### src/ahci_rx_pkg.sv
/*
 * Shared definitions for the AHCI FIS receive path.
 * Register offsets are DWORD addresses into the HBA register space.
 * Every receive block imports this package inside its module body.
 */
package ahci_rx_pkg;

    localparam int reg_addr_bits = 10;                 // dword address width of register space

    typedef logic [reg_addr_bits-1:0] reg_addr_t;
    typedef logic [31:0]              dword_t;
    typedef logic [3:0]               dcount_t;        // dword index / count inside one fis
    typedef logic [11:0]              dwcount_t;       // dma payload dwords

    typedef enum logic [1:0] {
        dtype_data = 2'd0,                             // payload dword
        dtype_head = 2'd1,                             // first dword of a fis
        dtype_rok  = 2'd2,                             // end of fis, crc good
        dtype_rerr = 2'd3                              // end of fis, crc bad
    } dtype_t;

    typedef enum logic [2:0] {
        fis_none,
        fis_rfis,                                      // d2h register fis
        fis_sdbfis,                                    // set device bits
        fis_ufis,                                      // unknown fis, stored raw
        fis_data,                                      // data fis, payload to dma
        fis_ignore                                     // read and drop
    } fis_kind_t;

    localparam reg_addr_t fb_offs     = 10'h300;       // received fis area
    localparam reg_addr_t rfis_offs   = 10'h010;
    localparam reg_addr_t sdbfis_offs = 10'h016;
    localparam reg_addr_t ufis_offs   = 10'h018;
    localparam reg_addr_t pxtfd_offs  = 10'h048;       // port 0 task file data
    localparam reg_addr_t pxsig_offs  = 10'h049;       // port 0 signature

    localparam dcount_t rfis_lenm1   = 4'd4;
    localparam dcount_t sdbfis_lenm1 = 4'd1;
    localparam dcount_t ufis_lenm1   = 4'd15;
    localparam dcount_t datah_lenm1  = 4'd0;           // data fis has a single header dword
    localparam dcount_t ignore_lenm1 = 4'd15;

endpackage

### src/fis_frame_ctl.sv
/*
 * Frames one incoming FIS from the transport FIFO.
 * Raises fis_first_vld on a waiting head, then on a get_* pulse walks the
 * header dwords, hands them to the store and field logic and closes the
 * FIS on the end tag. Payload of a data FIS is taken by the DMA forwarder.
 */
module fis_frame_ctl (
    input  logic                   mclk,
    input  logic                   hba_rst,
    input  ahci_rx_pkg::dtype_t    hba_data_in_type,
    input  logic                   hba_data_in_valid,
    input  logic                   hba_data_in_many,
    input  logic                   get_rfis,
    input  logic                   get_sdbfis,
    input  logic                   get_ufis,
    input  logic                   get_data_fis,
    input  logic                   get_ignore,
    input  logic                   pcmd_fre,
    input  logic                   pupdate_sig,
    input  logic                   dma_take,
    input  logic                   skip_take,
    input  logic                   too_long,
    output logic                   hba_data_in_ready,
    output logic                   fis_first_vld,
    output logic                   get_fis_busy,
    output logic                   get_fis_done,
    output logic                   fis_ok,
    output logic                   fis_err,
    output logic                   fis_ferr,
    output logic                   store_we,
    output ahci_rx_pkg::reg_addr_t store_addr,
    output ahci_rx_pkg::dcount_t   word_idx,
    output ahci_rx_pkg::fis_kind_t fis_kind,
    output logic                   word_take,
    output logic                   dma_start,
    output logic                   data_in_ready
);
    import ahci_rx_pkg::*;

    logic [1:0] hold_cnt;           // fifo output not trusted while nonzero
    logic       fis_rec_run;        // between get_* and end tag
    logic       fis_save;           // header dwords go to register space
    logic       dwords_over;        // all header dwords taken
    dcount_t    fis_lenm1;
    reg_addr_t  fis_base;
    fis_kind_t  get_kind;
    logic       get_fis;
    logic       is_fis_end;
    logic       over_take;          // dword past the fis length, dropped
    logic       end_pulse;          // end tag taken

    assign get_fis    = get_rfis | get_sdbfis | get_ufis | get_data_fis | get_ignore;
    assign is_fis_end = (hba_data_in_type == dtype_rok) || (hba_data_in_type == dtype_rerr);

    assign data_in_ready = hba_data_in_valid && (hold_cnt == 2'd0);
    assign word_take     = fis_rec_run && data_in_ready && !is_fis_end && !dwords_over;
    assign over_take     = fis_rec_run && data_in_ready && !is_fis_end && dwords_over &&
                           (fis_kind != fis_data);   // data payload belongs to dma side
    assign end_pulse     = fis_rec_run && data_in_ready && is_fis_end;

    assign hba_data_in_ready = word_take | over_take | end_pulse | dma_take | skip_take;

    assign store_we   = word_take && fis_save;
    assign store_addr = fis_base + reg_addr_t'(word_idx);
    assign dma_start  = word_take && (fis_kind == fis_data);

    always_comb begin
        get_kind = fis_none;
        if (get_rfis)          get_kind = fis_rfis;
        else if (get_sdbfis)   get_kind = fis_sdbfis;
        else if (get_ufis)     get_kind = fis_ufis;
        else if (get_data_fis) get_kind = fis_data;
        else if (get_ignore)   get_kind = fis_ignore;
    end

    // fifo output updates late: after a single-word read wait two cycles
    always_ff @(posedge mclk) begin
        if (hba_rst)                hold_cnt <= 2'd0;
        else if (hba_data_in_ready) hold_cnt <= hba_data_in_many ? 2'd0 : 2'd2;
        else if (hold_cnt != 2'd0)  hold_cnt <= hold_cnt - 2'd1;
    end

    always_ff @(posedge mclk) begin
        if (get_fis) begin
            word_idx <= '0;
            // a d2h fis is kept while a signature is pending, others obey fre
            fis_save <= (pupdate_sig && get_rfis) || (pcmd_fre && !get_data_fis && !get_ignore);
            case (get_kind)
                fis_rfis: begin
                    fis_base  <= fb_offs + rfis_offs;
                    fis_lenm1 <= rfis_lenm1;
                end
                fis_sdbfis: begin
                    fis_base  <= fb_offs + sdbfis_offs;
                    fis_lenm1 <= sdbfis_lenm1;
                end
                fis_ufis: begin
                    fis_base  <= fb_offs + ufis_offs;
                    fis_lenm1 <= ufis_lenm1;
                end
                fis_data: begin
                    fis_base  <= fb_offs;             // never stored
                    fis_lenm1 <= datah_lenm1;
                end
                default: begin
                    fis_base  <= fb_offs;
                    fis_lenm1 <= ignore_lenm1;
                end
            endcase
        end else if (word_take) begin
            word_idx <= word_idx + dcount_t'(1);
        end
    end

    always_ff @(posedge mclk) begin
        if (hba_rst) begin
            fis_rec_run   <= 1'b0;
            get_fis_busy  <= 1'b0;
            get_fis_done  <= 1'b0;
            fis_ok        <= 1'b0;
            fis_err       <= 1'b0;
            fis_ferr      <= 1'b0;
            fis_first_vld <= 1'b0;
            dwords_over   <= 1'b0;
            fis_kind      <= fis_none;
        end else begin
            if (get_fis)        fis_rec_run <= 1'b1;
            else if (end_pulse) fis_rec_run <= 1'b0;

            if (get_fis)                                  get_fis_busy <= 1'b1;
            else if (end_pulse || over_take || too_long)  get_fis_busy <= 1'b0;

            get_fis_done <= get_fis_busy && (end_pulse || over_take || too_long);

            if (get_fis) begin
                fis_ok  <= 1'b0;
                fis_err <= 1'b0;
            end else if (end_pulse && get_fis_busy) begin
                fis_ok  <= hba_data_in_type == dtype_rok;
                fis_err <= hba_data_in_type == dtype_rerr;
            end

            if (over_take || too_long) fis_ferr <= 1'b1;   // fatal, held until reset

            if (get_fis)
                fis_first_vld <= 1'b0;
            else if (!fis_rec_run && data_in_ready && (hba_data_in_type == dtype_head))
                fis_first_vld <= 1'b1;

            if (get_fis)                                 dwords_over <= 1'b0;
            else if (word_take && word_idx == fis_lenm1) dwords_over <= 1'b1;

            if (get_fis) fis_kind <= get_kind;
        end
    end

endmodule

### src/dma_in_fwd.sv
/*
 * Passes data FIS payload dwords from the FIFO to the DMA engine.
 * Counts forwarded dwords and drains words the DMA no longer wants.
 */
module dma_in_fwd (
    input  logic                  mclk,
    input  logic                  hba_rst,
    input  ahci_rx_pkg::dtype_t   hba_data_in_type,
    input  logic                  data_in_ready,
    input  logic                  dma_start,
    input  logic                  dma_in_ready,
    input  logic                  dma_prds_done,
    output logic                  dma_in_valid,
    output logic                  dma_take,
    output logic                  skip_take,
    output ahci_rx_pkg::dwcount_t data_in_dwords,
    output logic                  fis_extra,
    output logic                  too_long
);
    import ahci_rx_pkg::*;

    logic active;       // inside data fis payload
    logic is_data;      // payload dword on fifo output
    logic drain;        // drop payload instead of forwarding

    assign is_data = data_in_ready && (hba_data_in_type == dtype_data);
    // 2048 dwords is the longest legal payload
    assign drain   = fis_extra || too_long || dma_prds_done || data_in_dwords[11];

    assign dma_take     = active && is_data && !drain && dma_in_ready;
    assign skip_take    = active && is_data && drain;
    assign dma_in_valid = dma_take;

    always_ff @(posedge mclk) begin
        if (hba_rst) begin
            active         <= 1'b0;
            fis_extra      <= 1'b0;
            too_long       <= 1'b0;
            data_in_dwords <= '0;
        end else begin
            if (dma_start)
                active <= 1'b1;
            else if (data_in_ready && hba_data_in_type != dtype_data)
                active <= 1'b0;                          // end tag reached

            if (dma_start)                              fis_extra <= 1'b0;
            else if (active && is_data && dma_prds_done) fis_extra <= 1'b1;

            if (active && is_data && data_in_dwords[11]) too_long <= 1'b1;

            if (dma_start)     data_in_dwords <= '0;
            else if (dma_take) data_in_dwords <= data_in_dwords + dwcount_t'(1);
        end
    end

endmodule

### src/tfd_sig_regs.sv
/*
 * Task file status/error, FIS flag bits and device signature.
 * Fields load from header dwords as they are taken from the FIFO.
 * Signature capture is armed by set_update_sig and closed by update_sig.
 */
module tfd_sig_regs (
    input  logic                   mclk,
    input  logic                   hba_rst,
    input  ahci_rx_pkg::dword_t    hba_data_in,
    input  logic                   word_take,
    input  ahci_rx_pkg::dcount_t   word_idx,
    input  ahci_rx_pkg::fis_kind_t fis_kind,
    input  logic                   set_update_sig,
    input  logic                   update_sig,
    output logic [7:0]             tfd_sts,
    output logic [7:0]             tfd_err,
    output logic                   fis_i,
    output logic                   sdb_n,
    output logic                   sactive0,
    output logic                   pupdate_sig,
    output logic                   sig_available,
    output ahci_rx_pkg::dword_t    sig_word
);
    import ahci_rx_pkg::*;

    logic [15:0] tfd_word;      // {error, status}
    logic        rfis_w0;
    logic        rfis_w1;
    logic        rfis_w3;
    logic        sdb_w0;
    logic        sdb_w1;

    assign rfis_w0 = word_take && (fis_kind == fis_rfis) && (word_idx == dcount_t'(0));
    assign rfis_w1 = word_take && (fis_kind == fis_rfis) && (word_idx == dcount_t'(1));
    assign rfis_w3 = word_take && (fis_kind == fis_rfis) && (word_idx == dcount_t'(3));
    assign sdb_w0  = word_take && (fis_kind == fis_sdbfis) && (word_idx == dcount_t'(0));
    assign sdb_w1  = word_take && (fis_kind == fis_sdbfis) && (word_idx == dcount_t'(1));

    assign tfd_sts = tfd_word[7:0];
    assign tfd_err = tfd_word[15:8];

    always_ff @(posedge mclk) begin
        if (hba_rst) begin
            tfd_word <= '0;
            fis_i    <= 1'b0;
            sdb_n    <= 1'b0;
            sactive0 <= 1'b0;
        end else begin
            if (rfis_w0)
                tfd_word <= hba_data_in[31:16];          // error 31:24, status 23:16
            else if (sdb_w0)                             // sdb leaves bsy/drq-area bits 7 and 3
                tfd_word <= {hba_data_in[15:8], tfd_word[7], hba_data_in[6:4],
                             tfd_word[3], hba_data_in[2:0]};

            if (rfis_w0 || sdb_w0) fis_i    <= hba_data_in[14];
            if (sdb_w0)            sdb_n    <= hba_data_in[15];
            if (sdb_w1)            sactive0 <= hba_data_in[0];
        end
    end

    always_ff @(posedge mclk) begin
        if (hba_rst || set_update_sig) pupdate_sig <= 1'b1;
        else if (update_sig)           pupdate_sig <= 1'b0;

        if (hba_rst || update_sig)       sig_available <= 1'b0;
        else if (rfis_w3 && pupdate_sig) sig_available <= 1'b1;   // last signature byte in
    end

    always_ff @(posedge mclk) begin
        if (rfis_w1 && pupdate_sig) sig_word[31:8] <= hba_data_in[23:0];   // lba high/mid/low
        if (rfis_w3 && pupdate_sig) sig_word[7:0]  <= hba_data_in[7:0];    // sector count
    end

endmodule

### src/reg_wr_mux.sv
/*
 * Single registered write port into the HBA register space.
 * FIS stores win; PxTFD and PxSIG updates land two cycles after their pulse.
 */
module reg_wr_mux (
    input  logic                   mclk,
    input  logic                   hba_rst,
    input  logic                   store_we,
    input  ahci_rx_pkg::reg_addr_t store_addr,
    input  ahci_rx_pkg::dword_t    hba_data_in,
    input  logic                   update_err_sts,
    input  logic                   update_sig,
    input  logic                   pupdate_sig,
    input  logic [7:0]             tfd_sts,
    input  logic [7:0]             tfd_err,
    input  ahci_rx_pkg::dword_t    sig_word,
    output ahci_rx_pkg::reg_addr_t reg_addr,
    output logic                   reg_we,
    output ahci_rx_pkg::dword_t    reg_data
);
    import ahci_rx_pkg::*;

    logic upd_tfd_r;    // pxtfd write pending
    logic upd_sig_r;    // pxsig write pending

    always_ff @(posedge mclk) begin
        if (hba_rst) begin
            upd_tfd_r <= 1'b0;
            upd_sig_r <= 1'b0;
            reg_we    <= 1'b0;
        end else begin
            upd_tfd_r <= update_err_sts;
            upd_sig_r <= update_sig && pupdate_sig;     // no signature write unless armed
            reg_we    <= store_we || upd_tfd_r || upd_sig_r;
        end
    end

    always_ff @(posedge mclk) begin
        if (store_we) begin
            reg_addr <= store_addr;
            reg_data <= hba_data_in;
        end else if (upd_tfd_r) begin
            reg_addr <= pxtfd_offs;
            reg_data <= {16'h0000, tfd_err, tfd_sts};
        end else if (upd_sig_r) begin
            reg_addr <= pxsig_offs;
            reg_data <= sig_word;
        end
    end

endmodule

### src/ahci_fis_receive.sv
/*
 * AHCI port receive side for incoming FIS frames.
 * Connects FIS framing, DMA forwarding, task file/signature fields
 * and the register write port.
 */
module ahci_fis_receive (
    input  logic                   mclk,
    input  logic                   hba_rst,
    output logic                   fis_first_vld,
    input  logic                   get_rfis,
    input  logic                   get_sdbfis,
    input  logic                   get_ufis,
    input  logic                   get_data_fis,
    input  logic                   get_ignore,
    output logic                   get_fis_busy,
    output logic                   get_fis_done,
    output logic                   fis_ok,
    output logic                   fis_err,
    output logic                   fis_ferr,
    input  logic                   dma_prds_done,
    output logic                   fis_extra,
    input  logic                   set_update_sig,
    output logic                   pupdate_sig,
    output logic                   sig_available,
    input  logic                   update_sig,
    input  logic                   update_err_sts,
    input  logic                   pcmd_fre,
    output logic [7:0]             tfd_sts,
    output logic [7:0]             tfd_err,
    output logic                   fis_i,
    output logic                   sdb_n,
    output logic                   sactive0,
    output ahci_rx_pkg::dwcount_t  data_in_dwords,
    output ahci_rx_pkg::reg_addr_t reg_addr,
    output logic                   reg_we,
    output ahci_rx_pkg::dword_t    reg_data,
    input  ahci_rx_pkg::dword_t    hba_data_in,
    input  ahci_rx_pkg::dtype_t    hba_data_in_type,
    input  logic                   hba_data_in_valid,
    input  logic                   hba_data_in_many,
    output logic                   hba_data_in_ready,
    input  logic                   dma_in_ready,
    output logic                   dma_in_valid
);
    import ahci_rx_pkg::*;

    logic      store_we;
    reg_addr_t store_addr;
    dcount_t   word_idx;
    fis_kind_t fis_kind;
    logic      word_take;
    logic      dma_start;
    logic      data_in_ready;   // fifo word may be read this cycle
    logic      dma_take;
    logic      skip_take;
    logic      too_long;
    dword_t    sig_word;

    fis_frame_ctl i_fis_frame_ctl (.*);

    dma_in_fwd i_dma_in_fwd (.*);

    tfd_sig_regs i_tfd_sig_regs (.*);

    reg_wr_mux i_reg_wr_mux (.*);

endmodule

### config.mk
export PLATFORM = sky130hd
export DESIGN_NAME = ahci_fis_receive
export DESIGN_NICKNAME = d
export VERILOG_FILES = /design/src/ahci_rx_pkg.sv /design/src/fis_frame_ctl.sv /design/src/dma_in_fwd.sv /design/src/tfd_sig_regs.sv /design/src/reg_wr_mux.sv /design/src/ahci_fis_receive.sv
export SDC_FILE = /design/constraint.sdc
export NUM_CORES = 1
export LEC_CHECK = 0
export ABC_AREA = 1
export BUFFER_PORTS_ARGS = -buffer_cell sky130_fd_sc_hd__buf_2
export CORE_AREA = 2 2 122 124
export DETAILED_ROUTE_END_ITERATION = 10
export DIE_AREA = 0 0 124 126
export PLACE_DENSITY_LB_ADDON = 0.15
export SYNTH_ARGS = -nofsm -noshare
export SYNTH_HDL_FRONTEND = slang
export SYNTH_HIERARCHICAL = 1
export SYNTH_SLANG_ARGS = --single-unit
### constraint.sdc
create_clock -name mclk -period 2.75 [get_ports mclk]
set_input_delay 0.275 -clock mclk [delete_from_list [all_inputs] [get_ports mclk]]
set_output_delay 0.275 -clock mclk [all_outputs]
set_load 0.005 [all_outputs]
After elaboration in Yosys (flattened, before gate mapping):

Index checks and enable logic that the tools add are counted.

* bitwise logic cells: 8
* add/subtract/negate cells: 4
* equal/unequal tests: 14
* multiplexer cells: 24
* reduce and logical (&&, ||, !) cells: 67

Operators by type and width (count)
* 32-bit two-way mux: 3
* 1-bit logical AND: 35
* 16-bit two-way mux: 2
* 10-bit two-way mux: 3
* 3-bit two-way mux: 5
* 5-bit one-hot mux with 3 select lines: 1
* 2-bit nonzero test: 7
* 1-bit logical OR: 13
* 12-bit by 1-bit adder with 12-bit output (second input constant): 1
* 4-bit one-hot mux with 3 select lines: 1
* 10-bit by 4-bit adder with 10-bit output: 1
* 3-bit by 2-bit equality test with 1-bit output (second input constant): 3
* 1-bit OR: 8
* 3-bit by 1-bit equality test with 1-bit output (second input constant): 2
* 3-bit equality test (second input constant): 2
* 1-bit zero test: 6
* 1-bit two-way mux: 6
* 2-bit two-way mux: 3
* 4-bit by 1-bit adder with 4-bit output (second input constant): 1
* 2-bit equality test (second input constant): 2
* 4-bit by 1-bit equality test with 1-bit output (second input constant): 1
* 4-bit by 2-bit equality test with 1-bit output (second input constant): 1
* 4-bit equality test: 1
* 2-bit zero test: 2
* 6 further kinds: 7

* logic and storage cells: 149
* output and inout bits: 85
* bits in registers: 145

Depth between registers and ports, before layout:

Gate-level depths: netlist of run 1.

* depth in word-level cells: 11
* gate-level depth with buffers: 14
* depth with buffers taken out: 12

Modules after synthesis:

Netlist of run 1, hierarchy kept.

Modules (own cells, without submodules)
* reg_wr_mux: times used 1, sequential area each 1321.3 µm², cells each 243, area each 2157.1 µm²
* tfd_sig_regs: times used 1, sequential area each 1381.3 µm², cells each 225, area each 2148.3 µm²
* fis_frame_ctl: times used 1, sequential area each 550.5 µm², cells each 150, area each 1244.9 µm²
* dma_in_fwd: times used 1, sequential area each 300.3 µm², cells each 119, area each 809.5 µm²

Worst setup path before layout of run 1:

No wires, ideal clock.

* kind: register to register
* from: register i_fis_frame_ctl.hold_cnt[0]
* to: register i_reg_wr_mux.reg_addr[0], enable pin
* library setup time: 0.400 ns
* setup slack: 0.004 ns
* arrival time: 2.346 ns
* required time: 2.350 ns
* path buffers: 2
* cell stages (with the launch flop): 11
* cell sequence: dfxtp_1 -> inv_1 -> ha_1 -> nand4_2 -> nor2_4 -> inv_2 -> nor2_1 -> buf_6 -> nor2_8 -> buf_8 -> nand2_1

* cells in the longest elaborated chain, start to end: 7

RTL lines
* start, declared: line fis_frame_ctl.sv:40 `logic [1:0] hold_cnt;`
* start signal, assigned: line fis_frame_ctl.sv:79 `else if (hba_data_in_ready) hold_cnt <= hba_data_in_many ? 2'd0 : 2'd2;`
* start signal, assigned: line fis_frame_ctl.sv:80 `else if (hold_cnt != 2'd0) hold_cnt <= hold_cnt - 2'd1;`
* 2-bit zero test: line fis_frame_ctl.sv:55 `assign data_in_ready = hba_data_in_valid && (hold_cnt == 2'd0);`
* 1-bit logical AND: line fis_frame_ctl.sv:55
* 1-bit logical AND (3 in a row): line fis_frame_ctl.sv:56 `assign word_take = fis_rec_run && data_in_ready && !is_fis_end && !dwords_over;`
* net word_take: line ahci_fis_receive.sv:51 `logic word_take;`
* 1-bit logical AND: line fis_frame_ctl.sv:63 `assign store_we = word_take && fis_save;`
* net store_we: line ahci_fis_receive.sv:47 `logic store_we;`
* 3-bit nonzero test (no line)
* end signal, assigned: line reg_wr_mux.sv:40 `reg_addr <= store_addr;`
* end signal, assigned: line reg_wr_mux.sv:43 `reg_addr <= pxtfd_offs;`
* end signal, assigned: line reg_wr_mux.sv:46 `reg_addr <= pxsig_offs;`
* end, declared: line reg_wr_mux.sv:17 `output ahci_rx_pkg::reg_addr_t reg_addr,`

The timed path passes the listed nets, and every way through them passes these cells.
A chain may end at the register's enable or synchronous reset.

Final worst setup path of run 1:

* from: register i_fis_frame_ctl.hold_cnt[0]
* to: output port hba_data_in_ready

* elaborated cells between the ends (all ways): 17

RTL lines
* 2-bit zero test: line fis_frame_ctl.sv:55
* 1-bit logical AND: line fis_frame_ctl.sv:55
* net data_in_ready: line ahci_fis_receive.sv:53 `logic data_in_ready;`
* 1-bit logical AND: line dma_in_fwd.sv:26 `assign is_data = data_in_ready && (hba_data_in_type == dtype_data);`
* 1-bit logical AND (2 in a row): line dma_in_fwd.sv:31 `assign skip_take = active && is_data && drain;`
* net skip_take: line ahci_fis_receive.sv:55 `logic skip_take;`
* 1-bit OR: line fis_frame_ctl.sv:61 `assign hba_data_in_ready = word_take | over_take | end_pulse | dma_take | skip_take;`
* end, declared: line ahci_fis_receive.sv:41 `output logic hba_data_in_ready,`

The timed path passes the listed nets, and every way through them passes these cells.

==> results of run 1 <==
-- area by class of cell --
type | count | share of cell area
clock buffers | 18 | 0.0567
clock inverters | 14 | 0.0231
inverters | 114 | 0.0555
multi-input cells | 461 | 0.281
flip-flops and latches | 137 | 0.458
well taps | 184 | 0.0297
repair buffers | 143 | 0.0956
-- worst register-to-register path, cell delays in order, from the launching register on --
cell	delay, ps
dfxtp_1	310
inv_1	60
ha_1	260
nand4_2	160
nor2_4	220
nand2_1	140
nor2_4	180
nand2_1	130
nor2_2	110
buf_4	330
-- power by group through the flow --
stage                     clock network, mW  registers [mW]  logic (mW)
after floorplan                           0            2.38       0.284
after global placement                    0            2.38       0.475
after detailed placement                  0            2.38       0.483
after CTS                              2.43            2.34       0.485
after global routing                   2.50            2.35       0.549
final                                  2.38            2.34       0.480
-- flip-flops by register name, indices dropped and copies added (netlist names), 2 cells and up --
name / cells
i_fis_frame_ctl/fis_lenm1: 3
i_dma_in_fwd/data_in_dwords: 12
i_fis_frame_ctl/hold_cnt: 2
i_reg_wr_mux/reg_addr: 10
i_reg_wr_mux/reg_data: 32
i_fis_frame_ctl/word_idx: 4
i_tfd_sig_regs/sig_word: 32
i_tfd_sig_regs/tfd_word: 16
i_fis_frame_ctl/fis_kind: 3
i_fis_frame_ctl/fis_base: 3
-- logic make-up (layout without fill, tap and decap cells) --
family,after synthesis,count (layout),share of synthesized area
AOI/OAI and AO/OA,52,52,0.0431
xor gates and xnor gates,6,6,0.00826
adders and majority gates,7,7,0.0150
buffers and inverters,141,289,0.103
DFF,137,137,0.559
other,2,4,0.00118
and+or+nand+nor,392,392,0.271
-- layer usage --
| metal | part of all wire | vias up | GRT usage | wire, um |
|---|---|---|---|---|
| met5 | 0.00075 | - | 0 | 11 |
| met4 | 0.020 | 2 | 0.0793 | 297 |
| met3 | 0.069 | 25 | 0.0675 | 1020 |
| met2 | 0.45 | 150 | 0.314 | 6710 |
| met1 | 0.46 | 2243 | 0.253 | 6720 |
| li1 | - | 2585 | - | - |
-- worst paths after layout --
kind	startpoint	to	slack [ps]	cells after the start
worst max-delay path	i_fis_frame_ctl/hold_cnt[0]	hba_data_in_ready	440	11
worst min-delay path	set_update_sig	i_tfd_sig_regs/pupdate_sig	50	3
worst max register to register	i_fis_frame_ctl/hold_cnt[0]	i_tfd_sig_regs/sig_word[27]	500	9
worst min register to register	i_tfd_sig_regs/sig_available	i_tfd_sig_regs/sig_available	450	2
-- metrics by stage --
step | setup WS (ps) | power [mW] | cell area, um2 | util | cells
2_1_floorplan | 4.09 | 2.67 | 6370 | - | 739
3_3_place_gp | 585 | 2.85 | 7130 | 0.498 | 1039
3_5_place_dp | 501 | 2.86 | 7130 | 0.498 | 1039
4_1_cts | 396 | 5.25 | 7750 | 0.542 | 1071
5_1_grt | 258 | 5.39 | 7750 | 0.542 | 1071
6_report | 444 | 5.20 | 7750 | 0.542 | 1071
-- placed cells by master, fill, tap and decap left out, types with 4 or more instances in the layout --
cell type  synthesis  layout
nand2_2            7       8
dfxtp_1           56      56
nand2_1          218     217
nor2_1            88      86
nor3_1             6       6
nor2_2             5       6
a21oi_1           34      34
inv_1            104     104
buf_2              7     133
nand4_1            4       4
o21ai_1            6       6
nor2_4             6       7
clkbuf_16          0      17
clkinv_2           0       4
nand3_1           37      37
inv_2              9       9
ha_1               6       6
o21ai_0            7       7
buf_4              9      10
nand3b_1          11      11
edfxtp_1          81      81
conb_1             2       4
bufinv_16          0       4
==> run_results.csv, run 1 <==
group,metric,value,unit
outcome,status,"complete, no violations",
final_layout,fin_nets,930,
final_layout,fillers,1326,
clock_network,clkSlewWorstSetupHoldPaths,60,ps
clock_network,post_cts_buffers,0,
power,p_per_area,670,nW/um2
final_layout,n_antenna_cell,0,
clock_network,cts_hold_buf,0,
synth,yosys.area.top_type,"edfxtp_1",
sta,fin_crit,2310,ps
power,swShare,0.230,
global_routing,antenna_found_initial,1,
floorplanning,fp.coreArea,14300,um2
sta,min_period_over_period,0.838,
sta,relSlewSlack,0.579,
power,p_switching,1.19,mW
clock_network,cts_tree,"done",
sta,tns,0,ps
synth,ys_ff_latch,137,
setup_path,crit_fanout,5,
floorplanning,io_pins,134,
synth,synth_area,6360,um2
power,peakVddDrop,0.397,mV
place,port_buffers,133,
power,pwr-share-comb,0.092,
final_layout,area_growth,21.9,%
clock_network,clk-insertion-delay-late,420,ps
synth,syn_inst,737,
sta,setup_viol,0,
synth,synthTopCellsByArea,"edfxtp_1, dfxtp_1, nand2_1, inv_1, nor2_1",
global_routing,grtUsageTotal,0.200,
setup_path,worstPathRequired,2480,ps
run,cap_violations,0,
setup_path,cp-end-kind,"output port",
global_routing,grt_pass1_vias,4890,
synth,synth_commonest_cells,"nand2_1, inv_1, nor2_1, edfxtp_1, dfxtp_1",
floorplanning,die-width,124,um
synth,synth_top_area_share,0.382,
sta,hold_violations,0,
floorplanning,rows,44,
route,vias_per_cell,4.67,
clock_network,clkSinkCount,137,
route,wl_per_cell,13.8,um
global_routing,grt_max_degree,29,
route,dr.pass1.iters,5,
synth,synth_async_sr_flop_share,0,
setup_path,arrival,2030,ps
floorplanning,die_h,126,um
setup_path,crit_top_cell,"inv_1",
route,routed_wl,14.8,mm
synth,seq_area_frac_synth,0.559,
synth,synthFlopType,"edfxtp_1",
power,leakage,3.66,nW
synth,synth_edf_count,81,
synth,avgSynthCellArea,8.63,um2
global_routing,grt-ovfl-total,0,
setup_path,path_cells,"inv_1, ha_1, nand2_2, inv_1, nand3_4, a21oi_1, nor2_1, inv_1, nor2_2, nand2_1, buf_2",
final_layout,multiInputGateArea,2180,um2
setup_path,worstSetupPathType,"flop to output port",
min_path,hold_path.class,"input port to flop",
clock_network,cts_made_buffers,17,
clock_network,h-tree-depth,4,
sta,whs,50.8,ps
synth,yosysMostFrequentCell,"nand2_1",
power,seqPwrFrac,0.450,
sta,max_freq,0.434,GHz
setup_path,cp_num_buf_inv,4,
final_layout,drive_above_1_share,0.244,
place,dp_hpwl,10.6,mm
clock_network,clock_path_buffers,2,
sta,worstMarginPinSlew,630,ps
synth,yosysWarningCount,6,
setup_path,cp-start-kind,"flop",
clock_network,cts-resized-gates,0,
power,clkPwrFrac,0.458,
sta,rsz0062_at_grt,"no",
setup_path,crit_family,"simple AND/OR/NAND/NOR gates",
power,intPower,4.00,mW
synth,yosysUniqueCellTypes,39,
final_layout,seq_area,3550,um2
place,place_congestion,0.843,
setup_path,slowest_delay,340,ps
floorplanning,initial_core_util,0.444,
setup_path,slowest_stage,"dfxtp_1",
route,drc,0,
global_routing,grt_pass1_wl,23.8,mm
floorplanning,die_area,15600,um2
route,postRouteAntennaNets,0,
sta,slew_violations,0,
sta,fin_worst_skew,10.6,ps
route,vias,5005,
clock_network,root_buffer,"clkbuf_16",
route,drtIter0Drc,337,
Power figures use the tool's default switching activity.
==> run 2: changes to the inputs <==
clock period = 2.35 ns   (was 2.75 ns; I/O delays follow)
==> run 2 against run 1 <==
  * Core utilization about the same
  * Clock power rose by 5%
  * Via count up 1.9%
  * First-iteration DRC count is 3.9% lower
  * Sequential share of layout area about the same
==> run_results.csv, run 2 (synthesis results as in run 1) <==
group,metric,value,unit
outcome,status,"complete, no violations",
power,p_switching,1.35,mW
route,wl_per_cell,13.9,um
global_routing,grt_pass1_vias,4970,
power,power,5.81,mW
run,cap_violations,0,
route,wl_met1,6.67,mm
power,leakage,3.65,nW
floorplanning,die_area,15600,um2
clock_network,cts_tree,"done",
global_routing,grt_pass1_wl,24.3,mm
final_layout,final_cell_mix,"nand2_1, buf_2, inv_1",
floorplanning,fp.coreArea,14300,um2
setup_path,timing.rr.start,"i_fis_frame_ctl/hold_cnt[0]",
clock_network,clkSinkCount,137,
clock_network,clkSlewWorstSetupHoldPaths,60,ps
sta,min_period_over_period,0.927,
global_routing,grt-ovfl-total,0,
floorplanning,initial_core_util,0.444,
final_layout,layout_commonest_cell,"nand2_1",
route,met3_length,1.04,mm
final_layout,reg_top3,"i_reg_wr_mux/reg_data (32), i_tfd_sig_regs/sig_word (32), i_tfd_sig_regs/tfd_word (16)",
clock_network,root_buffer,"clkbuf_16",
route,postRouteAntennaNets,0,
sta,worstMarginPinSlew,757,ps
setup_path,cp-end-kind,"flop",
place,port_buffers,133,
floorplanning,rows,44,
sta,relSlewSlack,0.494,
power,pwr-share-comb,0.101,
clock_network,h-tree-depth,4,
floorplanning,io_pins,134,
setup_path,cp-start-kind,"flop",
final_layout,drive_above_1_share,0.241,
route,routed_wl,15.0,mm
clock_network,cts_made_buffers,17,
clock_network,clock_path_buffers,2,
power,intPower,4.46,mW
sta,setup_viol,0,
setup_path,rrSetupSlack,170,ps
power,clkPwrFrac,0.428,
power,seqPwrFrac,0.471,
sta,hold_violations,0,
final_layout,fillers,1342,
route,vias,5101,
route,vias_per_cell,4.75,
clock_network,post_cts_buffers,0,
setup_path,worstPathRequired,2460,ps
clock_network,clk-insertion-delay-late,410,ps
setup_path,crit_fanout,20,
place,place_congestion,0.830,
route,wl_met2,7.11,mm
setup_path,worstSetupPathType,"flop to flop",
floorplanning,die_h,126,um
min_path,hold_path.class,"input port to flop",
floorplanning,die-width,124,um
sta,rsz0062_at_grt,"no",
route,dr.pass1.iters,5,
power,peakVddDrop,0.422,mV
power,swShare,0.232,
route,top_layer_used,"met5",
final_layout,fin_nets,932,
global_routing,antenna_found_initial,1,
min_path,hold_start,"hba_data_in[12]",
sta,slew_violations,0,
setup_path,arrival,2290,ps
place,dp_hpwl,10.8,mm
sta,fin_crit,2180,ps
power,p_per_area,749,nW/um2
global_routing,grtUsageTotal,0.202,
global_routing,grt_max_degree,35,
final_layout,area_growth,21.9,%
sta,fin_worst_skew,11.2,ps
route,drc,0,
sta,max_freq,0.459,GHz
setup_path,critPathLaunch,"i_fis_frame_ctl/hold_cnt[0]",
final_layout,finish.utilization,0.542,
route,drtIter0Drc,324,
-- run 2: changes by cell type in the layout (fill, tap and decap cells not counted), sizes merged --
cell	change
clkbuf	+4
bufinv	-2
clkinv	-2
buf	+1
diode	+1
dlygate4sd3	+1
-- run 2: stage by stage --
| stage | hold slack, ps | std cells | setup WS [ps] | instance area, um2 | setup TNS (ps) |
|---|---|---|---|---|---|
| 6_report | 45.8 | 1074 | 171 | 7750 | 0 |
| 5_1_grt | 23.8 | 1073 | 2.67 | 7750 | 0 |
| 4_1_cts | 22.3 | 1073 | 50.1 | 7740 | 0 |
| 3_5_place_dp | 430 | 1040 | 149 | 7180 | 0 |
| 3_3_place_gp | 434 | 1040 | 201 | 7180 | 0 |
| 2_1_floorplan | 304 | 739 | -14.6 | 6380 | -349 |
-- run 2: final cells by class --
| cell class | instances | area (um2) | area share |
|---|---|---|---|
| Clock inverter | 10 | 106 | 0.0137 |
| Clock buffer | 22 | 444 | 0.0573 |
| Antenna cell | 1 | 2.50 | 0.000323 |
| Tap cell | 184 | 230 | 0.0297 |
| Multi-Input combinational cell | 461 | 2190 | 0.283 |
| Timing Repair Buffer | 145 | 796 | 0.103 |
| Sequential cell | 137 | 3550 | 0.458 |
| Inverter | 114 | 430 | 0.0555 |
-- run 2: timing repair --
item,CTS,global route
hold buffers,1,0
resized for setup,0,3
hold endpoints to repair,1,0
endpoints found under the setup margin,0,52
-- run 2: final timing paths --
kind,to,cells after the start
worst min register to register,i_fis_frame_ctl/fis_first_vld,2
worst min-delay path,i_tfd_sig_regs/sig_word[20],1
worst max register to register,i_reg_wr_mux/reg_data[22],9
worst max-delay path,i_reg_wr_mux/reg_data[22],9
-- run 2: metal layers --
metal,up-vias,global-route usage
met5,-,0
met4,2,0.0694
met3,19,0.0553
met2,159,0.329
met1,2333,0.259
li1,2588,-
-- run 2: power groups by stage --
| stage | registers, mW | logic (mW) | clock network, mW |
|---|---|---|---|
| 6_report | 2.73 | 0.584 | 2.49 |
| 5_1_grt | 2.75 | 0.664 | 2.65 |
| 4_1_cts | 2.74 | 0.586 | 2.55 |
| 3_5_place_dp | 2.79 | 0.583 | 0 |
| 3_3_place_gp | 2.78 | 0.570 | 0 |
| 2_1_floorplan | 2.78 | 0.333 | 0 |
-- run 2: critical path: stages (launching register included) --
cell and delay, ps:
dfxtp_1 310, inv_1 60, ha_2 230, nand4_2 150, nor2_4 250, inv_2 120
nor2_4 200, nor2_8 100, nand2_2 250, buf_12 210
